<file path="config.mk">
export PLATFORM = sky130hd
export DESIGN_NAME = mpu_dispatch_top
export DESIGN_NICKNAME = d
export VERILOG_FILES = /design/src/source/dispatch_pkg.sv /design/src/source/operand_sequencer.sv /design/src/source/dispatch_fifo.sv /design/src/source/edge_driver.sv /design/src/source/mpu_dispatch_top.sv
export VERILOG_INCLUDE_DIRS = /design/src /design/src/source
export SDC_FILE = /design/constraint.sdc
export NUM_CORES = 1
export LEC_CHECK = 0
export ABC_AREA = 1
export BUFFER_PORTS_ARGS = -buffer_cell sky130_fd_sc_hd__buf_2
export CELL_PAD_IN_SITES_DETAIL_PLACEMENT = 1
export CELL_PAD_IN_SITES_GLOBAL_PLACEMENT = 2
export CORE_ASPECT_RATIO = 1.75
export CORE_MARGIN = 2
export CORE_UTILIZATION = 33
export CTS_BUF_LIST = sky130_fd_sc_hd__clkbuf_8
export CTS_CLUSTER_DIAMETER = 40
export DETAILED_ROUTE_END_ITERATION = 16
export PLACE_DENSITY_LB_ADDON = 0.08
export RECOVER_POWER = 100
export SYNTH_ARGS = -nofsm -noshare
export SYNTH_HDL_FRONTEND = slang
export SYNTH_HIERARCHICAL = 1
export SYNTH_SLANG_ARGS = --single-unit
</file>
<file path="constraint.sdc">
create_clock -name clk -period 4.2 [get_ports clk]
set_input_delay 0.42 -clock clk [delete_from_list [all_inputs] [get_ports clk]]
set_output_delay 0.42 -clock clk [all_outputs]
set_load 0.05 [all_outputs]
</file>
<file path="src/source/dispatch_consts.svh">
// Dispatcher constants

`ifndef DISPATCH_CONSTS_SVH
`define DISPATCH_CONSTS_SVH

// --------------------------------------------------
// Array geometry
// --------------------------------------------------

// Lanes per edge, matrix size and wave count
`define ARRAY_DIM 6

// Single-precision operand width
`define FLOAT_W 32

// --------------------------------------------------
// Buffering
// --------------------------------------------------

`define BUF_DEPTH 4     // Items between sequencer and edge driver

`endif

</file>
<file path="src/source/dispatch_pkg.sv">
// Dispatcher types

`include "dispatch_consts.svh"

package dispatch_pkg;

    // Opaque operand word
    typedef logic [`FLOAT_W-1:0] float_sp_t;

    // Lane and wave indices
    typedef logic [$clog2(`ARRAY_DIM)-1:0] lane_t;
    typedef logic [$clog2(`ARRAY_DIM)-1:0] step_t;

    // Operand sequencer states
    typedef enum logic [1:0] {
        SEQ_IDLE,       // Waiting for start
        SEQ_RUN,        // Issuing one item per cycle
        SEQ_HOLD        // Stalled by back-pressure
    } seq_state_e;

endpackage : dispatch_pkg

</file>
<file path="src/source/operand_sequencer.sv">
// Operand sequencer

`timescale 1ns/1ns

`include "dispatch_consts.svh"

module operand_sequencer (
    input  logic                   clk,
    input  logic                   rst,
    input  logic                   start_i,
    output logic                   ack_o,

    // Register file read
    output dispatch_pkg::lane_t     rd_lane_o,
    output dispatch_pkg::step_t     rd_step_o,
    input  dispatch_pkg::float_sp_t a_elem_i,   // A[lane][step]
    input  dispatch_pkg::float_sp_t b_elem_i,   // B[step][lane]

    // Item out
    output logic                   valid_o,
    input  logic                   ready_i,
    output dispatch_pkg::lane_t     lane_o,
    output dispatch_pkg::float_sp_t a_o,
    output dispatch_pkg::float_sp_t b_o,
    output logic                   last_o
);

    localparam dispatch_pkg::lane_t LAST_LANE  = dispatch_pkg::lane_t'(`ARRAY_DIM - 1);
    localparam dispatch_pkg::step_t FIRST_STEP = dispatch_pkg::step_t'(`ARRAY_DIM - 1);

    dispatch_pkg::seq_state_e state;
    dispatch_pkg::lane_t      lane_q;
    dispatch_pkg::step_t      step_q;
    logic                     xfer;

    // --------------------------------------------------
    // Item presentation
    // --------------------------------------------------

    assign rd_lane_o = lane_q;
    assign rd_step_o = step_q;

    assign valid_o = (state != dispatch_pkg::SEQ_IDLE);
    assign ack_o   = (state != dispatch_pkg::SEQ_IDLE);
    assign lane_o  = lane_q;
    assign a_o     = a_elem_i;      // Register file answers in the same cycle
    assign b_o     = b_elem_i;
    assign last_o  = (step_q == '0) && (lane_q == LAST_LANE);

    assign xfer = valid_o && ready_i;

    // --------------------------------------------------
    // Wave and lane counters
    // --------------------------------------------------

    always_ff @(posedge clk) begin
        if (rst) begin
            lane_q <= '0;
            step_q <= FIRST_STEP;
        end
        else if (xfer) begin
            if (last_o) begin
                lane_q <= '0;                   // Ready for the next run
                step_q <= FIRST_STEP;
            end
            else if (lane_q == LAST_LANE) begin
                lane_q <= '0;
                step_q <= step_q - 1'b1;        // Next wave
            end
            else begin
                lane_q <= lane_q + 1'b1;
            end
        end
    end

    // --------------------------------------------------
    // FSM
    // --------------------------------------------------

    always_ff @(posedge clk) begin
        if (rst) begin
            state <= dispatch_pkg::SEQ_IDLE;
        end
        else begin
            unique case (state)
                dispatch_pkg::SEQ_IDLE: begin
                    if (start_i) begin
                        state <= dispatch_pkg::SEQ_RUN;
                    end
                end
                dispatch_pkg::SEQ_RUN,
                dispatch_pkg::SEQ_HOLD: begin
                    if (!ready_i) begin
                        state <= dispatch_pkg::SEQ_HOLD;
                    end
                    else if (last_o) begin
                        state <= dispatch_pkg::SEQ_IDLE;
                    end
                    else begin
                        state <= dispatch_pkg::SEQ_RUN;
                    end
                end
                default: state <= dispatch_pkg::SEQ_IDLE;
            endcase
        end
    end

    // Stalled item must wait unchanged for its transfer
    assert property (@(posedge clk) disable iff (rst)
        (valid_o && !ready_i) |=> (valid_o && $stable(lane_o)));

endmodule : operand_sequencer

</file>
<file path="src/source/dispatch_fifo.sv">
// Item FIFO

`timescale 1ns/1ns

`include "dispatch_consts.svh"

module dispatch_fifo #(
    parameter int DEPTH = `BUF_DEPTH
) (
    input  logic                   clk,
    input  logic                   rst,

    // Write side
    input  logic                   in_valid_i,
    output logic                   in_ready_o,
    input  dispatch_pkg::lane_t     in_lane_i,
    input  dispatch_pkg::float_sp_t in_a_i,
    input  dispatch_pkg::float_sp_t in_b_i,
    input  logic                   in_last_i,

    // Read side
    output logic                   out_valid_o,
    input  logic                   out_ready_i,
    output dispatch_pkg::lane_t     out_lane_o,
    output dispatch_pkg::float_sp_t out_a_o,
    output dispatch_pkg::float_sp_t out_b_o,
    output logic                   out_last_o
);

    localparam int PTR_W  = (DEPTH > 1) ? $clog2(DEPTH) : 1;
    localparam int CNT_W  = $clog2(DEPTH + 1);
    localparam int ITEM_W = $bits(dispatch_pkg::lane_t) + 2 * `FLOAT_W + 1;

    logic [ITEM_W-1:0] mem [DEPTH];     // {lane, a, b, last}
    logic [PTR_W-1:0]  wr_ptr;
    logic [PTR_W-1:0]  rd_ptr;
    logic [CNT_W-1:0]  count;
    logic              push;
    logic              pop;

    assign in_ready_o  = (count != CNT_W'(DEPTH));
    assign out_valid_o = (count != '0);

    assign push = in_valid_i && in_ready_o;
    assign pop  = out_valid_o && out_ready_i;

    // Head of queue
    assign {out_lane_o, out_a_o, out_b_o, out_last_o} = mem[rd_ptr];

    // --------------------------------------------------
    // Storage
    // --------------------------------------------------

    always_ff @(posedge clk) begin
        if (push) begin
            mem[wr_ptr] <= {in_lane_i, in_a_i, in_b_i, in_last_i};
        end
    end

    // --------------------------------------------------
    // Pointers and fill level
    // --------------------------------------------------

    always_ff @(posedge clk) begin
        if (rst) begin
            wr_ptr <= '0;
            rd_ptr <= '0;
            count  <= '0;
        end
        else begin
            if (push) begin
                wr_ptr <= (wr_ptr == PTR_W'(DEPTH - 1)) ? '0 : wr_ptr + 1'b1;
            end
            if (pop) begin
                rd_ptr <= (rd_ptr == PTR_W'(DEPTH - 1)) ? '0 : rd_ptr + 1'b1;
            end
            unique case ({push, pop})
                2'b10:   count <= count + 1'b1;
                2'b01:   count <= count - 1'b1;
                default: count <= count;      // Idle or push with pop
            endcase
        end
    end

    assert property (@(posedge clk) disable iff (rst)
        count <= CNT_W'(DEPTH));

endmodule : dispatch_fifo

</file>
<file path="src/source/edge_driver.sv">
// Array edge driver

`timescale 1ns/1ns

`include "dispatch_consts.svh"

module edge_driver (
    input  logic                   clk,
    input  logic                   rst,

    // Items from the FIFO
    input  logic                   in_valid_i,
    output logic                   in_ready_o,
    input  dispatch_pkg::lane_t     in_lane_i,
    input  dispatch_pkg::float_sp_t in_a_i,
    input  dispatch_pkg::float_sp_t in_b_i,
    input  logic                   in_last_i,

    // Array side
    input  logic                   array_busy_i,
    output logic [`ARRAY_DIM-1:0]  row_req_o,
    output logic [`ARRAY_DIM-1:0]  col_req_o,
    output logic [`ARRAY_DIM*`FLOAT_W-1:0] row_data_o,
    output logic [`ARRAY_DIM*`FLOAT_W-1:0] col_data_o,
    output logic                   done_o
);

    logic                  wave_blocked;
    logic                  take;
    logic [`ARRAY_DIM-1:0] lane_sel;

    // --------------------------------------------------
    // Wave start gating
    // --------------------------------------------------

    // Lane 0 opens a wave, which waits for an idle array
    assign wave_blocked = in_valid_i && (in_lane_i == '0) && array_busy_i;
    assign in_ready_o   = !wave_blocked;
    assign take         = in_valid_i && in_ready_o;

    // One-hot lane select that stays zero when nothing is taken
    always_comb begin
        for (int l = 0; l < `ARRAY_DIM; l++) begin
            lane_sel[l] = take && (in_lane_i == dispatch_pkg::lane_t'(l));
        end
    end

    // --------------------------------------------------
    // Registered strobes and data slots
    // --------------------------------------------------

    always_ff @(posedge clk) begin
        if (rst) begin
            row_req_o  <= '0;
            col_req_o  <= '0;
            row_data_o <= '0;
            col_data_o <= '0;
            done_o     <= 1'b0;
        end
        else begin
            row_req_o <= lane_sel;
            col_req_o <= lane_sel;
            for (int l = 0; l < `ARRAY_DIM; l++) begin
                row_data_o[l*`FLOAT_W +: `FLOAT_W] <= lane_sel[l] ? in_a_i : '0;
                col_data_o[l*`FLOAT_W +: `FLOAT_W] <= lane_sel[l] ? in_b_i : '0;
            end
            done_o <= take && in_last_i;    // With the final strobe
        end
    end

    assert property (@(posedge clk) disable iff (rst)
        $onehot0(row_req_o) && (row_req_o == col_req_o));

endmodule : edge_driver

</file>
<file path="src/source/mpu_dispatch_top.sv">
// Matrix dispatcher top

`timescale 1ns/1ns

`include "dispatch_consts.svh"

module mpu_dispatch_top (
    input  logic                   clk,
    input  logic                   rst,
    input  logic                   start_i,
    output logic                   ack_o,

    // Register file
    output dispatch_pkg::lane_t     rd_lane_o,
    output dispatch_pkg::step_t     rd_step_o,
    input  dispatch_pkg::float_sp_t a_elem_i,
    input  dispatch_pkg::float_sp_t b_elem_i,

    // FMA array edges
    input  logic                   array_busy_i,
    output logic [`ARRAY_DIM-1:0]  row_req_o,
    output logic [`ARRAY_DIM-1:0]  col_req_o,
    output logic [`ARRAY_DIM*`FLOAT_W-1:0] row_data_o,
    output logic [`ARRAY_DIM*`FLOAT_W-1:0] col_data_o,
    output logic                   done_o
);

    // Sequencer to FIFO
    logic                    seq_valid;
    logic                    seq_ready;
    dispatch_pkg::lane_t     seq_lane;
    dispatch_pkg::float_sp_t seq_a;
    dispatch_pkg::float_sp_t seq_b;
    logic                    seq_last;

    // FIFO to edge driver
    logic                    buf_valid;
    logic                    buf_ready;
    dispatch_pkg::lane_t     buf_lane;
    dispatch_pkg::float_sp_t buf_a;
    dispatch_pkg::float_sp_t buf_b;
    logic                    buf_last;

    // --------------------------------------------------
    // Producer, buffer, consumer
    // --------------------------------------------------

    operand_sequencer i_operand_sequencer (
        .clk       (clk),
        .rst       (rst),
        .start_i   (start_i),
        .ack_o     (ack_o),
        .rd_lane_o (rd_lane_o),
        .rd_step_o (rd_step_o),
        .a_elem_i  (a_elem_i),
        .b_elem_i  (b_elem_i),
        .valid_o   (seq_valid),
        .ready_i   (seq_ready),
        .lane_o    (seq_lane),
        .a_o       (seq_a),
        .b_o       (seq_b),
        .last_o    (seq_last)
    );

    dispatch_fifo #(
        .DEPTH (`BUF_DEPTH)
    ) i_dispatch_fifo (
        .clk         (clk),
        .rst         (rst),
        .in_valid_i  (seq_valid),
        .in_ready_o  (seq_ready),
        .in_lane_i   (seq_lane),
        .in_a_i      (seq_a),
        .in_b_i      (seq_b),
        .in_last_i   (seq_last),
        .out_valid_o (buf_valid),
        .out_ready_i (buf_ready),
        .out_lane_o  (buf_lane),
        .out_a_o     (buf_a),
        .out_b_o     (buf_b),
        .out_last_o  (buf_last)
    );

    edge_driver i_edge_driver (
        .clk          (clk),
        .rst          (rst),
        .in_valid_i   (buf_valid),
        .in_ready_o   (buf_ready),
        .in_lane_i    (buf_lane),
        .in_a_i       (buf_a),
        .in_b_i       (buf_b),
        .in_last_i    (buf_last),
        .array_busy_i (array_busy_i),
        .row_req_o    (row_req_o),
        .col_req_o    (col_req_o),
        .row_data_o   (row_data_o),
        .col_data_o   (col_data_o),
        .done_o       (done_o)
    );

endmodule : mpu_dispatch_top

</file>
==> out/qor.txt <==
status: finished, violations left
failing checks: max-capacitance violations, max-slew violations
Die Ht: 347 um
antenna violations before repair: 8
clock slew at reported path FFs: 60 ps
Sink Count: 680
Max VDD drop: 242 uV
GR Overflow Total: 0
Fmax: 0.288 GHz
Clk pwr share: 29.2%
Top FF cell, synth: dfxtp_1
vias in the first global route: 16.0k
Hold Fails Final Rpt: 0
Nets: 2356
Initial Util: 33.3%
crit path launch type: flop
Syn. warnings: 6
Post-DP HPWL: 45800 um
hold path startpoint: array_busy_i
Sw Share: 39.7%
Worst Path Arrival: 3970 ps
DRT Wirelength: 71200 um
final setup vio count: 0
max_cap viols: 7
drt drc: 0
PortBufs: 471
global route hottest layer: met2
TritonCTS clock tree: built
GRT met2 Usage: 36.9%
top cell type's share of synthesized area: 36.9%
post-CTS sizing: 0
FILL cells: 7515
post-CTS setup buffers: 0
Yosys cell types: 31
Setup CP Type: flop to flop
top post-synthesis cells by area: dfxtp_1 37%, edfxtp_1 37%, nor2_1 6.0%
Area Growth Syn to Fin: 19.7%
via count: 15.0k
H-Tree Depth: 3
total CTS buffers: 103
synthesized area: 22200 um2
row cnt: 125
Post-synth ARST share: 0%
clock latency on the worst-skew pair: 730 ps
final total power: 18.7 mW
GRT Resource Usage Total: 20.3%
Reg power frac: 42.1%
Routed Antenna Nets: 0
first-pass detailed-route iteration total: 4
fin crit period: 3470 ps
Post-Synthesis Cells: 1787
Global Route met3 Usage: 5.03%
via/cell ratio: 4.59
cts hold-fix bufs: 65
die area: 69300 um2
Slew headroom: -23.3%
Final Skew: 31.7 ps
CTS root buf: clkbuf_8
sw power: 7.42 mW
Syn Nets: 1866
Comb pwr share: 28.8%
routed len/inst: 21.8 um
worst-path fanout max: 62
most common cell in the netlist: dfxtp_1
first-pass GRT wire length: 103000 um
Seq cells post-synth: 680
layout cell share with drive strength beyond 1: 8.37%
final core utilization: 39.9%
Worst setup EP type: flop
internal power: 11.3 mW
Die Width: 200 um
core area: 66500 um2
area leader, netlist: dfxtp_1
GPL Wtd Cong: 0.753
max-slew violation count: 411
Leakage: 9.84 nW
Syn Area/Cell: 12.4 um2
largest net degree at the start of global routing: 117
sequential element share of the synthesized area: 73.7%
number of I/O pins: 472
Pwr Density: 705 nW/um2
critical path data required time: 4690 ps
top post-synthesis cells by count: 408 x dfxtp_1, 352 x nor2_1, 272 x edfxtp_1
worst min-delay path class: input port to flop
Slew @ Worst Pin: 1850 ps
initial drt markers: 530
clk buf depth: 3
fin crit share: 82.7%
Post-synth EDFFs: 272
met1 Use GR: 23.2%
RSZ-0062 raised after global routing: false
[state kept, by name, indices dropped and copies added, names as in the netlist, named ones only]
signal                         cells
i_edge_driver/col_req_o            6
i_edge_driver/done_o               1
i_operand_sequencer/rd_step_o      3
i_dispatch_fifo/count              3
i_operand_sequencer/state          2
i_edge_driver/col_data_o         192
i_edge_driver/row_data_o         192
i_dispatch_fifo/rd_ptr             2
i_dispatch_fifo/mem              272
i_dispatch_fifo/wr_ptr             2
i_operand_sequencer/lane_o         3
[placed cells by master (no fill, tap or decap), types with 14 or more instances in the layout]
master and instances:
clkbuf_1 479, dfxtp_1 406, nor2_1 356, edfxtp_1 272
nor3_1 178, inv_1 135, o21ai_0 133, clkbuf_8 125
o22ai_1 69, dlygate4sd3_1 65, nand2_1 26, clkinv_2 18
nor3_2 14
[worst paths after layout]
check                                                                  to  slack (ps)  cells after the start
worst max-delay path              i_edge_driver/col_data_o[54]$_SDFF_PP0_         730                      6
worst max register to register    i_edge_driver/col_data_o[54]$_SDFF_PP0_         730                      6
worst min-delay path                      i_edge_driver/done_o$_SDFF_PP0_         250                      6
worst min register to register  i_operand_sequencer/state[1]$_SDFFE_PP0P_         500                      2
[cell type report]
| class | instances | area (um2) | area share (%) |
|---|---|---|---|
| diodes | 5 | 12.5 | 0.0472 |
| clock buffers | 124 | 1710 | 6.43 |
| clock inverters | 71 | 385 | 1.45 |
| inverters | 102 | 392 | 1.48 |
| multi-input cells | 825 | 3940 | 14.9 |
| flip-flops and latches | 680 | 16300 | 61.6 |
| well taps | 889 | 1110 | 4.19 |
| repair buffers | 565 | 2640 | 9.93 |
[per-stage QoR]
stage | cells | TNS [ps] | setup slack [ps] | area (um2) | hold WS [ps]
finish | 3261 | 0 | 728 | 26500 | 249
detailed placement | 2996 | 0 | 1160 | 24700 | 497
floorplan | 1787 | -125440 | -461 | 22200 | 454
global route | 3259 | 0 | 458 | 26500 | 285
global placement | 2996 | 0 | 1210 | 24700 | 474
CTS | 3256 | 0 | 1150 | 27400 | 191
[routing by layer]
metal | part of all wire (%) | vias up
met4 | 1.7 | 6
met2 | 52 | 460
met1 | 40 | 7455
met3 | 6.1 | 85
li1 | - | 6971
met5 | 0.049 | -
[worst max-delay path, stage by stage, from the launching register on]
cell and delay (ps):
dfxtp_4 780, o21ai_0 210, o22ai_1 390, inv_1 130
nand4_1 140, clkbuf_2 1360, nor3_1 190
[cell families (layout without fill, tap and decap cells)]
family	Yosys count	after routing	synth area share, %
other cells	0	5	0
fa+ha+maj	11	11	0.655
buf+inv	282	862	7.59
flops	680	680	73.7
simple gates	596	596	12.7
compound gates	218	218	5.35
[power groups by stage]
stage / Clock [mW] / Sequential [mW] / Combinational (mW)
2_1_floorplan: 0 / 9.22 / 2.67
3_3_place_gp: 0 / 7.99 / 5.60
3_5_place_dp: 0 / 8.00 / 5.67
4_1_cts: 5.65 / 7.87 / 5.73
5_1_grt: 5.93 / 7.94 / 5.88
6_report: 5.45 / 7.87 / 5.37
(Power assumes the default switching activity.)
